## config.mk

```make
export PLATFORM = sky130hd
export DESIGN_NAME = vesp_cpu
export DESIGN_NICKNAME = d
export VERILOG_FILES = /design/src/verilog/vesp_pkg.sv /design/src/verilog/vesp_alu.sv /design/src/verilog/vesp_control.sv /design/src/verilog/vesp_cpu.sv /design/src/verilog/vesp_mem_port.sv /design/src/verilog/vesp_registers.sv
export VERILOG_INCLUDE_DIRS = /design/src /design/src/verilog
export SDC_FILE = /design/constraint.sdc
export NUM_CORES = 1
export LEC_CHECK = 0
export ABC_AREA = 1
export BUFFER_PORTS_ARGS = -buffer_cell sky130_fd_sc_hd__buf_2
export CAP_MARGIN = 25
export CORE_UTILIZATION = 62
export CTS_BUF_LIST = sky130_fd_sc_hd__clkbuf_16
export CTS_CLUSTER_DIAMETER = 40
export CTS_CLUSTER_SIZE = 10
export DETAILED_ROUTE_END_ITERATION = 12
export PLACE_DENSITY_LB_ADDON = 0.12
export REMOVE_ABC_BUFFERS = 1
export SYNTH_ARGS = -nofsm -noshare
export SYNTH_HDL_FRONTEND = slang
export SYNTH_SLANG_ARGS = --single-unit
```

## constraint.sdc

```tcl
create_clock -name clk -period 3.9 [get_ports clk]
set_input_delay 0.195 -clock clk [delete_from_list [all_inputs] [get_ports clk]]
set_output_delay 0.195 -clock clk [all_outputs]
set_load 0.005 [all_outputs]
```

## src/verilog/vesp_config.svh

```systemverilog
`ifndef VESP_CONFIG_SVH
`define VESP_CONFIG_SVH

// datapath widths.
`define VESP_WORD    16
`define VESP_OPCODE  4
`define VESP_OPERAND 12
`define VESP_ADDR    12

// register codes carried in the LDA operand field.
`define VESP_REG_A   12'd0
`define VESP_REG_B   12'd1
`define VESP_REG_IX  12'd3

`endif

```

## src/verilog/vesp_pkg.sv

```systemverilog
`default_nettype none
`include "vesp_config.svh"

package vesp_pkg;

    typedef enum logic [`VESP_OPCODE-1:0] {
        ADD = 4'd0, CMP = 4'd1, LDA = 4'd2, MOV = 4'd3,
        JMP = 4'd4, JEZ = 4'd5, JPS = 4'd6, HLT = 4'd7,
        INC = 4'd8, DEC = 4'd9, AND = 4'd10, IOR = 4'd11,
        SHL = 4'd12, SHR = 4'd13, MXF = 4'd14, MXT = 4'd15
    } opcode_e;

    typedef enum logic [3:0] {
        S_IDLE, S_FETCH, S_FETCH_WAIT, S_DECODE,
        S_LDA_NEXT, S_LDA_WAIT, S_MXT_WAIT,
        S_MXF_READ_WAIT, S_MXF_WRITE, S_MXF_WRITE_WAIT, S_HALT
    } state_e;

    typedef enum logic [1:0] {BUS_MDR = 2'd0, BUS_ALU = 2'd1, BUS_OPERAND = 2'd2} bus_src_e;

    typedef enum logic [1:0] {ADDR_PC = 2'd0, ADDR_IX = 2'd1, ADDR_OPERAND = 2'd2} addr_src_e;

    typedef struct packed {
        logic     load_a;
        logic     load_b;
        logic     load_ix;
        logic     load_ir;
        logic     load_ixread;
        logic     load_pc;
        logic     inc_pc;
        logic     inc_ix;
        bus_src_e bus_src;
    } ctrl_t;

    typedef struct packed {
        logic      start;
        logic      write;
        addr_src_e addr_src;
    } mem_cmd_t;

    // what the memory sees while req is high.
    typedef struct packed {
        logic [`VESP_ADDR-1:0] addr;
        logic [`VESP_WORD-1:0] wdata;
        logic                  write;
    } mem_req_t;

endpackage

`default_nettype wire

```

## src/verilog/vesp_alu.sv

```systemverilog
`timescale 1ns/1ns
`default_nettype none
`include "vesp_config.svh"

module vesp_alu (
    input  logic [`VESP_WORD-1:0] a,
    input  logic [`VESP_WORD-1:0] b,
    input  vesp_pkg::opcode_e     opcode,
    output logic [`VESP_WORD-1:0] result,
    output logic                  zero,
    output logic                  sign
);
    import vesp_pkg::*;

    always_comb begin
        case (opcode)
            ADD:     result = a + b;
            CMP:     result = ~a;
            INC:     result = a + 1'b1;
            DEC:     result = a - 1'b1;
            AND:     result = a & b;
            IOR:     result = a | b;
            SHL:     result = a << 1;
            SHR:     result = a >> 1; // logical shift.
            default: result = '0;
        endcase
    end

    // flags come straight from a, tested during decode.
    assign zero = (a == '0);
    assign sign = a[`VESP_WORD-1];

endmodule

`default_nettype wire

```

## src/verilog/vesp_control.sv

```systemverilog
`timescale 1ns/1ns
`default_nettype none
`include "vesp_config.svh"

module vesp_control (
    input  logic                     clk,
    input  logic                     rst,
    input  vesp_pkg::opcode_e        opcode,
    input  logic [`VESP_OPERAND-1:0] operand,
    input  logic                     zero,
    input  logic                     sign,
    input  logic                     mem_done,
    output vesp_pkg::ctrl_t          ctrl,
    output vesp_pkg::mem_cmd_t       cmd,
    output logic                     halted
);
    import vesp_pkg::*;

    state_e state, next_state;

    always_ff @(posedge clk or negedge rst) begin
        if (!rst) begin
            state <= S_IDLE;
        end else begin
            state <= next_state;
        end
    end

    assign halted = (state == S_HALT);

    always_comb begin
        next_state   = state;
        ctrl         = '0;
        ctrl.bus_src = BUS_MDR;
        cmd          = '0;
        cmd.addr_src = ADDR_PC;

        case (state)
            S_IDLE: next_state = S_FETCH;

            S_FETCH: begin
                cmd.start  = 1'b1; // read at pc.
                next_state = S_FETCH_WAIT;
            end

            S_FETCH_WAIT: begin
                if (mem_done) begin
                    ctrl.load_ir = 1'b1;
                    ctrl.inc_pc  = 1'b1;
                    next_state   = S_DECODE;
                end
            end

            S_DECODE: begin
                next_state = S_FETCH;
                case (opcode)
                    ADD, CMP, INC, DEC, AND, IOR, SHL, SHR: begin
                        ctrl.bus_src = BUS_ALU;
                        ctrl.load_a  = 1'b1;
                    end
                    JMP: begin
                        ctrl.bus_src = BUS_OPERAND;
                        ctrl.load_pc = 1'b1;
                    end
                    JEZ: begin
                        ctrl.bus_src = BUS_OPERAND;
                        ctrl.load_pc = zero;
                    end
                    JPS: begin
                        ctrl.bus_src = BUS_OPERAND;
                        ctrl.load_pc = sign;
                    end
                    LDA: begin
                        cmd.start  = 1'b1; // immediate word sits at pc.
                        next_state = S_LDA_WAIT;
                    end
                    MXT: begin
                        cmd.start    = 1'b1;
                        cmd.addr_src = ADDR_OPERAND;
                        next_state   = S_MXT_WAIT;
                    end
                    MXF: begin
                        cmd.start    = 1'b1;
                        cmd.addr_src = ADDR_IX;
                        next_state   = S_MXF_READ_WAIT;
                    end
                    HLT:     next_state = S_HALT;
                    default: next_state = S_HALT; // mov and anything else is illegal.
                endcase
            end

            S_LDA_WAIT: begin
                if (mem_done) begin
                    ctrl.inc_pc = 1'b1; // step over the immediate.
                    next_state  = S_LDA_NEXT;
                end
            end

            S_LDA_NEXT: begin
                next_state = S_FETCH;
                case (operand)
                    `VESP_REG_A:  ctrl.load_a  = 1'b1;
                    `VESP_REG_B:  ctrl.load_b  = 1'b1;
                    `VESP_REG_IX: ctrl.load_ix = 1'b1;
                    default:      ctrl.load_a  = 1'b0;
                endcase
            end

            S_MXT_WAIT: begin
                if (mem_done) begin
                    ctrl.load_ix = 1'b1;
                    next_state   = S_FETCH;
                end
            end

            S_MXF_READ_WAIT: begin
                if (mem_done) begin
                    ctrl.load_ixread = 1'b1;
                    next_state       = S_MXF_WRITE;
                end
            end

            // ix_read now holds mem[ix] and becomes the write data.
            S_MXF_WRITE: begin
                cmd.start    = 1'b1;
                cmd.write    = 1'b1;
                cmd.addr_src = ADDR_OPERAND;
                next_state   = S_MXF_WRITE_WAIT;
            end

            S_MXF_WRITE_WAIT: begin
                if (mem_done) begin
                    ctrl.inc_ix = 1'b1;
                    next_state  = S_FETCH;
                end
            end

            S_HALT: next_state = S_HALT; // only reset leaves.

            default: next_state = S_IDLE;
        endcase
    end

endmodule

`default_nettype wire

```

## src/verilog/vesp_cpu.sv

```systemverilog
`timescale 1ns/1ns
`default_nettype none
`include "vesp_config.svh"

module vesp_cpu (
    input  logic                  clk,
    input  logic                  rst,
    output logic                  mem_req,
    input  logic                  mem_ack,
    input  logic [`VESP_WORD-1:0] mem_rdata,
    output vesp_pkg::mem_req_t    mem,
    output logic                  halted
);
    import vesp_pkg::*;

    ctrl_t    ctrl;
    mem_cmd_t cmd;
    opcode_e  opcode;

    logic [`VESP_WORD-1:0]    a, b, ix, ix_read, alu_result, mdr;
    logic [`VESP_ADDR-1:0]    pc;
    logic [`VESP_OPERAND-1:0] operand;
    logic                     zero, sign, mem_done;

    vesp_control u_control (
        .clk(clk), .rst(rst),
        .opcode(opcode), .operand(operand),
        .zero(zero), .sign(sign), .mem_done(mem_done),
        .ctrl(ctrl), .cmd(cmd), .halted(halted)
    );

    vesp_registers u_registers (
        .clk(clk), .rst(rst),
        .ctrl(ctrl), .mdr(mdr), .alu_result(alu_result),
        .a(a), .b(b), .pc(pc), .ix(ix), .ix_read(ix_read),
        .opcode(opcode), .operand(operand)
    );

    vesp_alu u_alu (
        .a(a), .b(b), .opcode(opcode),
        .result(alu_result), .zero(zero), .sign(sign)
    );

    vesp_mem_port u_mem_port (
        .clk(clk), .rst(rst),
        .cmd(cmd), .pc(pc), .ix(ix), .operand(operand), .ix_read(ix_read),
        .mdr(mdr), .mem_done(mem_done),
        .mem_req(mem_req), .mem_ack(mem_ack), .mem_rdata(mem_rdata), .mem(mem)
    );

endmodule

`default_nettype wire

```

## src/verilog/vesp_mem_port.sv

```systemverilog
`timescale 1ns/1ns
`default_nettype none
`include "vesp_config.svh"

module vesp_mem_port (
    input  logic                     clk,
    input  logic                     rst,
    input  vesp_pkg::mem_cmd_t       cmd,
    input  logic [`VESP_ADDR-1:0]    pc,
    input  logic [`VESP_WORD-1:0]    ix,
    input  logic [`VESP_OPERAND-1:0] operand,
    input  logic [`VESP_WORD-1:0]    ix_read,
    output logic [`VESP_WORD-1:0]    mdr,
    output logic                     mem_done,
    output logic                     mem_req,
    input  logic                     mem_ack,
    input  logic [`VESP_WORD-1:0]    mem_rdata,
    output vesp_pkg::mem_req_t       mem
);
    import vesp_pkg::*;

    logic                  busy;
    logic                  write_q;
    logic [`VESP_ADDR-1:0] mar;
    logic [`VESP_ADDR-1:0] addr_sel;
    logic [`VESP_WORD-1:0] wdata;

    always_comb begin
        case (cmd.addr_src)
            ADDR_IX:      addr_sel = ix[`VESP_ADDR-1:0];
            ADDR_OPERAND: addr_sel = operand;
            default:      addr_sel = pc;
        endcase
    end

    // busy with req high waits for ack, busy with req low waits for ack to drop.
    always_ff @(posedge clk or negedge rst) begin
        if (!rst) begin
            busy     <= 1'b0;
            mem_req  <= 1'b0;
            mem_done <= 1'b0;
            write_q  <= 1'b0;
            mar      <= '0;
        end else begin
            mem_done <= 1'b0;
            if (!busy) begin
                if (cmd.start) begin
                    busy    <= 1'b1;
                    mem_req <= 1'b1;
                    write_q <= cmd.write;
                    mar     <= addr_sel;
                end
            end else if (mem_req) begin
                if (mem_ack) mem_req <= 1'b0;
            end else if (!mem_ack) begin
                busy     <= 1'b0;
                mem_done <= 1'b1;
            end
        end
    end

    always_ff @(posedge clk) begin
        if (!busy && cmd.start) wdata <= ix_read;
        if (busy && mem_req && mem_ack && !write_q) mdr <= mem_rdata; // read data valid with ack.
    end

    assign mem.addr  = mar;
    assign mem.wdata = wdata;
    assign mem.write = write_q;

endmodule

`default_nettype wire

```

## src/verilog/vesp_registers.sv

```systemverilog
`timescale 1ns/1ns
`default_nettype none
`include "vesp_config.svh"

module vesp_registers (
    input  logic                     clk,
    input  logic                     rst,
    input  vesp_pkg::ctrl_t          ctrl,
    input  logic [`VESP_WORD-1:0]    mdr,
    input  logic [`VESP_WORD-1:0]    alu_result,
    output logic [`VESP_WORD-1:0]    a,
    output logic [`VESP_WORD-1:0]    b,
    output logic [`VESP_ADDR-1:0]    pc,
    output logic [`VESP_WORD-1:0]    ix,
    output logic [`VESP_WORD-1:0]    ix_read,
    output vesp_pkg::opcode_e        opcode,
    output logic [`VESP_OPERAND-1:0] operand
);
    import vesp_pkg::*;

    logic [`VESP_WORD-1:0] ir;
    logic [`VESP_WORD-1:0] bus;

    // result bus feeding every register load.
    always_comb begin
        case (ctrl.bus_src)
            BUS_ALU:     bus = alu_result;
            BUS_OPERAND: bus = {{(`VESP_WORD-`VESP_OPERAND){1'b0}}, operand};
            default:     bus = mdr;
        endcase
    end

    always_ff @(posedge clk or negedge rst) begin
        if (!rst) begin
            a  <= '0;
            b  <= '0;
            ir <= '0;
        end else begin
            if (ctrl.load_a) a <= bus;
            if (ctrl.load_b) b <= bus;
            if (ctrl.load_ir) ir <= bus;
        end
    end

    always_ff @(posedge clk or negedge rst) begin
        if (!rst) begin
            pc <= '0;
            ix <= '0;
        end else begin
            if (ctrl.load_pc) begin
                pc <= bus[`VESP_ADDR-1:0];
            end else if (ctrl.inc_pc) begin
                pc <= pc + 1'b1;
            end
            if (ctrl.load_ix) begin
                ix <= bus;
            end else if (ctrl.inc_ix) begin
                ix <= ix + 1'b1;
            end
        end
    end

    always_ff @(posedge clk) begin
        if (ctrl.load_ixread) ix_read <= bus; // copy of mem[ix] for mxf.
    end

    assign opcode  = opcode_e'(ir[`VESP_WORD-1 -: `VESP_OPCODE]);
    assign operand = ir[`VESP_OPERAND-1:0];

endmodule

`default_nettype wire
```

Word-level counts from Yosys, hierarchy flattened
Index checks and enable logic that the tools add are counted.
{"block": "totals", "output_inout_bits": 31, "word_cells": 123, "register_bits": 144, "input_bits": 19}
{"block": "op_classes", "bitwise": 4, "addsub": 5, "eq_ne": 33, "n_reduce_logical": 23, "n_mux": 44}
{"cell": "$pmux W16 S8", "count": 1}
{"cell": "$eq A4 B4 Y1 const B", "count": 11}
{"cell": "$pmux W4 S9", "count": 1}
{"cell": "$add A16 B1 Y16 const B", "count": 2}
{"cell": "$mux W16", "count": 2}
{"cell": "$pmux W16 S2", "count": 1}
{"cell": "$eq A4 B3 Y1 const B", "count": 7}
{"cell": "$mux W12", "count": 2}
{"cell": "$pmux W12 S2", "count": 1}
{"cell": "$mux W1", "count": 23}
{"cell": "$add A16 B16 Y16", "count": 1}
{"cell": "$and A16 B16 Y16", "count": 1}
{"cell": "$logic_not A16 Y1", "count": 1}
{"cell": "$mux W4", "count": 4}
{"cell": "$not A16 Y16", "count": 1}
{"cell": "$or A16 B16 Y16", "count": 1}
{"cell": "$pmux W4 S4", "count": 1}
{"cell": "$sub A16 B1 Y16 const B", "count": 1}
{"cell": "$add A12 B1 Y12 const B", "count": 1}
{"cell": "$eq A12 B1 Y1 const B", "count": 1}
{"cell": "$eq A12 B2 Y1 const B", "count": 1}
{"cell": "$eq A4 B2 Y1 const B", "count": 3}
{"cell": "$logic_not A12 Y1", "count": 1}
{"cell": "$pmux W2 S2", "count": 3}
{"cell": "18 further kinds", "count": 37}

Longest topological paths before layout
{"block": "logic_depth", "depth_word": 7, "mapped_depth": 26, "ltp_nobuf": 26}

Hierarchy
From an unflattened synthesis, not the netlist that was laid out.
{"block": "hier_totals", "hier_cells": 1146, "hier_area_um2": 9107.5}
{"mod": "vesp_registers", "area_each_um2": 4486.8, "n_inst": 1, "seq_area_each_um2": 2382.3, "cells_each": 484}
{"mod": "vesp_alu", "area_each_um2": 2127.0, "n_inst": 1, "seq_area_each_um2": 0.0, "cells_each": 381}
{"mod": "vesp_mem_port", "area_each_um2": 1896.8, "n_inst": 1, "seq_area_each_um2": 1361.3, "cells_each": 169}
{"mod": "vesp_control", "area_each_um2": 596.8, "n_inst": 1, "seq_area_each_um2": 100.1, "cells_each": 112}

Worst setup path before layout
OpenSTA, ideal clock, no wires.
{"block": "synth_path", "kind": "flip-flop to flip-flop", "from": "register u_registers.b[0]", "to": "register u_registers.ix_read[15], data pin", "t_required_ns": 3.640, "setup_ns": 0.260, "path_stages_with_launch": 23, "setup_slack_ns": 0.787, "arrival_ns": 2.853, "path_buffers": 0, "synth_period_minus_slack_ns": 3.113, "path_cell_list": "dfrtp_1 -> inv_1 -> ha_1 -> nand2_1 -> nor3_1 -> nand2_1 -> nor4_4 -> nand2_1 -> inv_1 -> a21oi_1 -> o21ai_0 -> nand2_1 -> ha_1 -> inv_1 -> o21ai_0 -> a21boi_0 -> nand2_1 -> a21oi_1 -> nand3_1 -> nand3_1 -> nand2_1 -> nand2_1 -> nand2_2"}
{"block": "synth_between", "elab_chain_cells": 3}
{"element": "from (decl)", "line": "vesp_registers.sv:12", "text": "output logic [`VESP_WORD-1:0] b,"}
{"element": "from (signal assigned)", "line": "vesp_registers.sv:40", "text": "if (ctrl.load_b) b <= bus;"}
{"element": "$add A16 B16 Y16", "line": "vesp_alu.sv:17", "text": "ADD: result = a + b;"}
{"element": "$pmux W16 S8", "line": "vesp_alu.sv:16", "text": "case (opcode)"}
{"element": "$pmux W16 S2", "line": "vesp_registers.sv:26", "text": "case (ctrl.bus_src)"}
{"element": "named net u_registers.bus[15]", "line": "vesp_registers.sv:22", "text": "logic [`VESP_WORD-1:0] bus;"}
{"element": "to (signal assigned)", "line": "vesp_registers.sv:64", "text": "if (ctrl.load_ixread) ix_read <= bus;"}
{"element": "to (decl)", "line": "vesp_registers.sv:15", "text": "output logic [`VESP_WORD-1:0] ix_read,"}
The timed path passes the listed nets, and every way through them passes these cells.
A chain may end at the register's enable or synchronous reset.

Final worst setup path
{"block": "layout_path", "from": "register u_registers.b[0]", "to": "register u_registers.ix_read[11], data pin"}
The elaborated chain is that of the path after synthesis.

==> run_results.csv <==
group,metric,value,unit
status,outcome,"complete, no violations",
synthesis,synth_adder_area_share,0.03560,
critical_path,start_kind,"register",
pwr,peakVddDrop,663.3,uV
global_route,antenna_found_initial,0,
synthesis,synth_top_family_by_area,"simple AND/OR/NAND/NOR gates",
job,cap_violations,0,
floorplanning,dieWidth,117.7,um
critical_path,worstReg2RegEnd,"u_registers.ix_read[11]",
detailed_routing,num_vias,7760,
critical_path,crit_slowest_cell,"dfrtp_1",
sta,whs,411.7,ps
finish,multi_input_area,3889,um2
synthesis,muxShareOfSynthArea,0.002413,
cts,clkTransAtPathRegs,60,ps
cts,cts_inserted_buffers,17,
synthesis,avgSynthCellArea,7.885,um2
finish,antenna_cells,0,
detailed_routing,first_pass_iters,6,
hold_path,hp-start,"u_registers.ix_read[7]",
pwr,p_leak,4.272,nW
finish,num-fill-cells,1030,
synthesis,yosysWarnings,0,
sta,rsz0062_at_grt,"false",
synthesis,synth_cell_types,50,
global_route,grt_pass1_vias,7280,
critical_path,endpoint_kind,"register",
finish,seq_area,3744,um2
critical_path,path_cells,"inv_1, ha_1, nand2_1, nor3_2, nand2_1, nor4_4, a21oi_1, o21ai_0, nand2_1, ha_1, nand2_1, nor2_1, nand4_1, nand3_1, nand2_1, nand3_1, nand2_1, nand2_1, nand2_1, nand2_1, inv_1",
pwr,power_frac_seq,0.293,
critical_path,slowest_delay,390,ps
floorplanning,die_y,117.7,um
place,routabilityCongestion,0.9539,
pwr,intPower,0.004290,W
cts,cts-htree-levels,4,
critical_path,crit_top_cell,"nand2_1",
place,place_hpwl,16270,um
critical_path,critical_path_class,"register to register",
synthesis,ys_ff_latch,140,
synthesis,synth_flop_cell,"dfrtp_1",
sta,min_period,3543,ps
sta,slew_violations,0,
detailed_routing,drc,0,
finish,layout_commonest_cell,"nand2_1",
finish,final_nets,1159,
critical_path,r2r-start,"u_registers.b[0]",
global_route,grt_pass1_wl,37620,um
pwr,pwr-share-comb,0.522,
place,io_buffers,49,
detailed_routing,drt-initial-drc-count,978,
finish,utilization,0.7343,
floorplanning,ios,50,
critical_path,r2r_cells,21,
floorplanning,initial_core_util,0.6468,
floorplanning,rows,41,
finish,most-common-layout-cells,"278 x nand2_1, 133 x inv_1, 94 x o21ai_0, 92 x dfrtp_1, 68 x nor2_1",
global_route,overflow,0,
synthesis,async_flop_share,0.6571,
finish,syn2layout_area_growth,13.53,%
synthesis,synth_compound_area_frac,0.1540,
pwr,power.switching,0.003905,W
sta,fin_crit_sh,0.9084,
detailed_routing,wl_per_cell,17.84,um
critical_path,cp_num_buf_inv,2,
global_route,grt_usage,0.3523,
sta,maxSlewHeadroom,0.3732,
detailed_routing,drt-total-wl,23230,um
floorplanning,die_area,13850,um2
hold_path,min_path_cells,0,
synthesis,synth_xor_area_frac,0.02323,
hold_path,hold_path_end,"u_mem_port.wdata[7]",
cts,cts-root-buf,"clkbuf_16",
synthesis,synth_edf_count,48,
floorplanning,core-area,12820,um2
critical_path,critPathArrivalTime,3710,ps
cts,cts_tree,"done",
synthesis,synth_simple_gate_area_frac,0.2520,
sta,finalSetupTns,0,ps
pwr,powerDensity,870.2,nW/um2
critical_path,ff2ff_setup_slack,360,ps
detailed_routing,via_per_inst,5.960,
pwr,switching_share,0.4765,
sta,tightest_slew,940.1,ps
sta,hold_violations,0,
cts,clock_latency,430,ps
critical_path,cp_max_fo,5,
hold_path,hp-class,"register to register",
synthesis,netlist_instances,1052,
sta,setup_viol,0,
pwr,power.share.clock,0.185,
cts,clock-sinks,140,
critical_path,cp_top_family,"simple AND/OR/NAND/NOR gates",
critical_path,cp.required,4070,ps
sta,max_freq,282.3,MHz
synthesis,netlist_area,8295,um2
synthesis,ys_seq_area_frac,0.4513,
sta,fin_skew,8.006,ps
cts,cts_buffer_depth,2,
global_route,grt_max_degree,71,
detailed_routing,ant_nets,0,
finish,drive_gt1_frac,0.1239,
cts,cts_setup_buffers,0,
worst max-delay path by stage:
stage                startpoint  cells after the start  slack, ps                 endpoint
2_1_floorplan  u_registers.b[0]                     22        780  u_registers.ix_read[15]
3_3_place_gp   u_registers.b[0]                     21        400  u_registers.ix_read[11]
3_5_place_dp   u_registers.b[0]                     21        340  u_registers.ix_read[11]
4_1_cts        u_registers.b[0]                     21        330  u_registers.ix_read[11]
5_1_grt        u_registers.b[0]                     25          5        u_registers.a[13]
6_report       u_registers.b[0]                     21        360  u_registers.ix_read[11]
power groups by stage:
| stage | Clock (W) | Combinational, W | Sequential (W) |
|---|---|---|---|
| after floorplan | 0 | 0.00297 | 0.00232 |
| after global placement | 0 | 0.00408 | 0.00240 |
| after detailed placement | 0 | 0.00414 | 0.00240 |
| after CTS | 0.00152 | 0.00419 | 0.00238 |
| after global routing | 0.00158 | 0.00481 | 0.00245 |
| final | 0.00152 | 0.00428 | 0.00240 |
per-stage QoR:
step / area [um2] / std cells / worst slack, ps / power (W)
2_1_floorplan: 8154 / 1024 / 778.2 / 0.005290
3_3_place_gp: 8675 / 1252 / 404.8 / 0.006471
3_5_place_dp: 8675 / 1252 / 343.3 / 0.006544
4_1_cts: 9410 / 1302 / 330.2 / 0.008100
5_1_grt: 9418 / 1302 / 5.425 / 0.008839
6_report: 9418 / 1302 / 357.3 / 0.008195
worst register-to-register path, delay by kind of cell (launching register included):
family,cells,cell delay (ps)
buf+inv,2,230
fa+ha+maj,2,550
compound gates,2,250
flops,1,390
simple gates,15,1870
metal layers:
metal / share of wire / track usage / routed length, um / vias to the layer above
met4: 0.032 / 0.1410 / 741 / 0
met3: 0.10 / 0.07897 / 2360 / 61
met5: 0 / 0 / 0 / -
met1: 0.42 / 0.4858 / 9664 / 3628
li1: - / - / - / 3659
met2: 0.45 / 0.5404 / 10470 / 412
area by class of cell:
cell class,count,share of cell area
timing repair buffer,74,0.05102
inverter,142,0.05673
clock buffer,18,0.04783
sequential,140,0.3975
multi-input combinational,742,0.4129
tap,172,0.02285
clock inverter,14,0.01116
sequential cells by signal, indices dropped and copies added, names as in the netlist:
register and count:
u_control.state 4, u_mem_port.busy 1, u_mem_port.mar 12, u_mem_port.mdr 16
u_mem_port.mem_done 1, u_mem_port.mem_req 1, u_mem_port.wdata 16, u_mem_port.write_q 1
u_registers.a 16, u_registers.b 16, u_registers.ir 16, u_registers.ix 12
u_registers.ix_read 16, u_registers.pc 12
cell families (layout without fill, tap and decap cells):
family	count (synthesis)	after routing
xor gates and xnor gates	22	22
and+or+nand+nor	477	477
AOI/OAI and AO/OA	218	218
muxes	2	2
DFF	140	140
buffers and inverters	170	248
adders and majority gates	23	23
Yosys cell counts, types with 7 or more instances:
| master | instances | area (um2) |
|---|---|---|
| a21oi_1 | 28 | 140.1 |
| a31oi_1 | 20 | 125.1 |
| clkbuf_1 | 16 | 60.06 |
| dfrtp_1 | 92 | 2302 |
| edfxtp_1 | 48 | 1441 |
| ha_1 | 22 | 275.3 |
| inv_1 | 131 | 491.7 |
| inv_2 | 10 | 37.54 |
| nand2_1 | 278 | 1044 |
| nand2_2 | 11 | 68.82 |
| nand3_1 | 49 | 245.2 |
| nand4_1 | 13 | 81.33 |
| nor2_1 | 69 | 259.0 |
| nor2_2 | 8 | 50.05 |
| nor3_1 | 21 | 105.1 |
| nor4_1 | 11 | 68.82 |
| o21ai_0 | 94 | 470.5 |
| o21ai_1 | 10 | 50.05 |
| o22ai_1 | 32 | 200.2 |
| or2_2 | 7 | 43.79 |
| xor2_1 | 20 | 175.2 |
timing repair:
item                                    in CTS  in global routing
hold buffers                                18                  0
hold endpoints to repair                    86                  0
endpoints found under the setup margin       0                 16
resized for setup                            0                  2
Power figures use the tool's default switching activity.
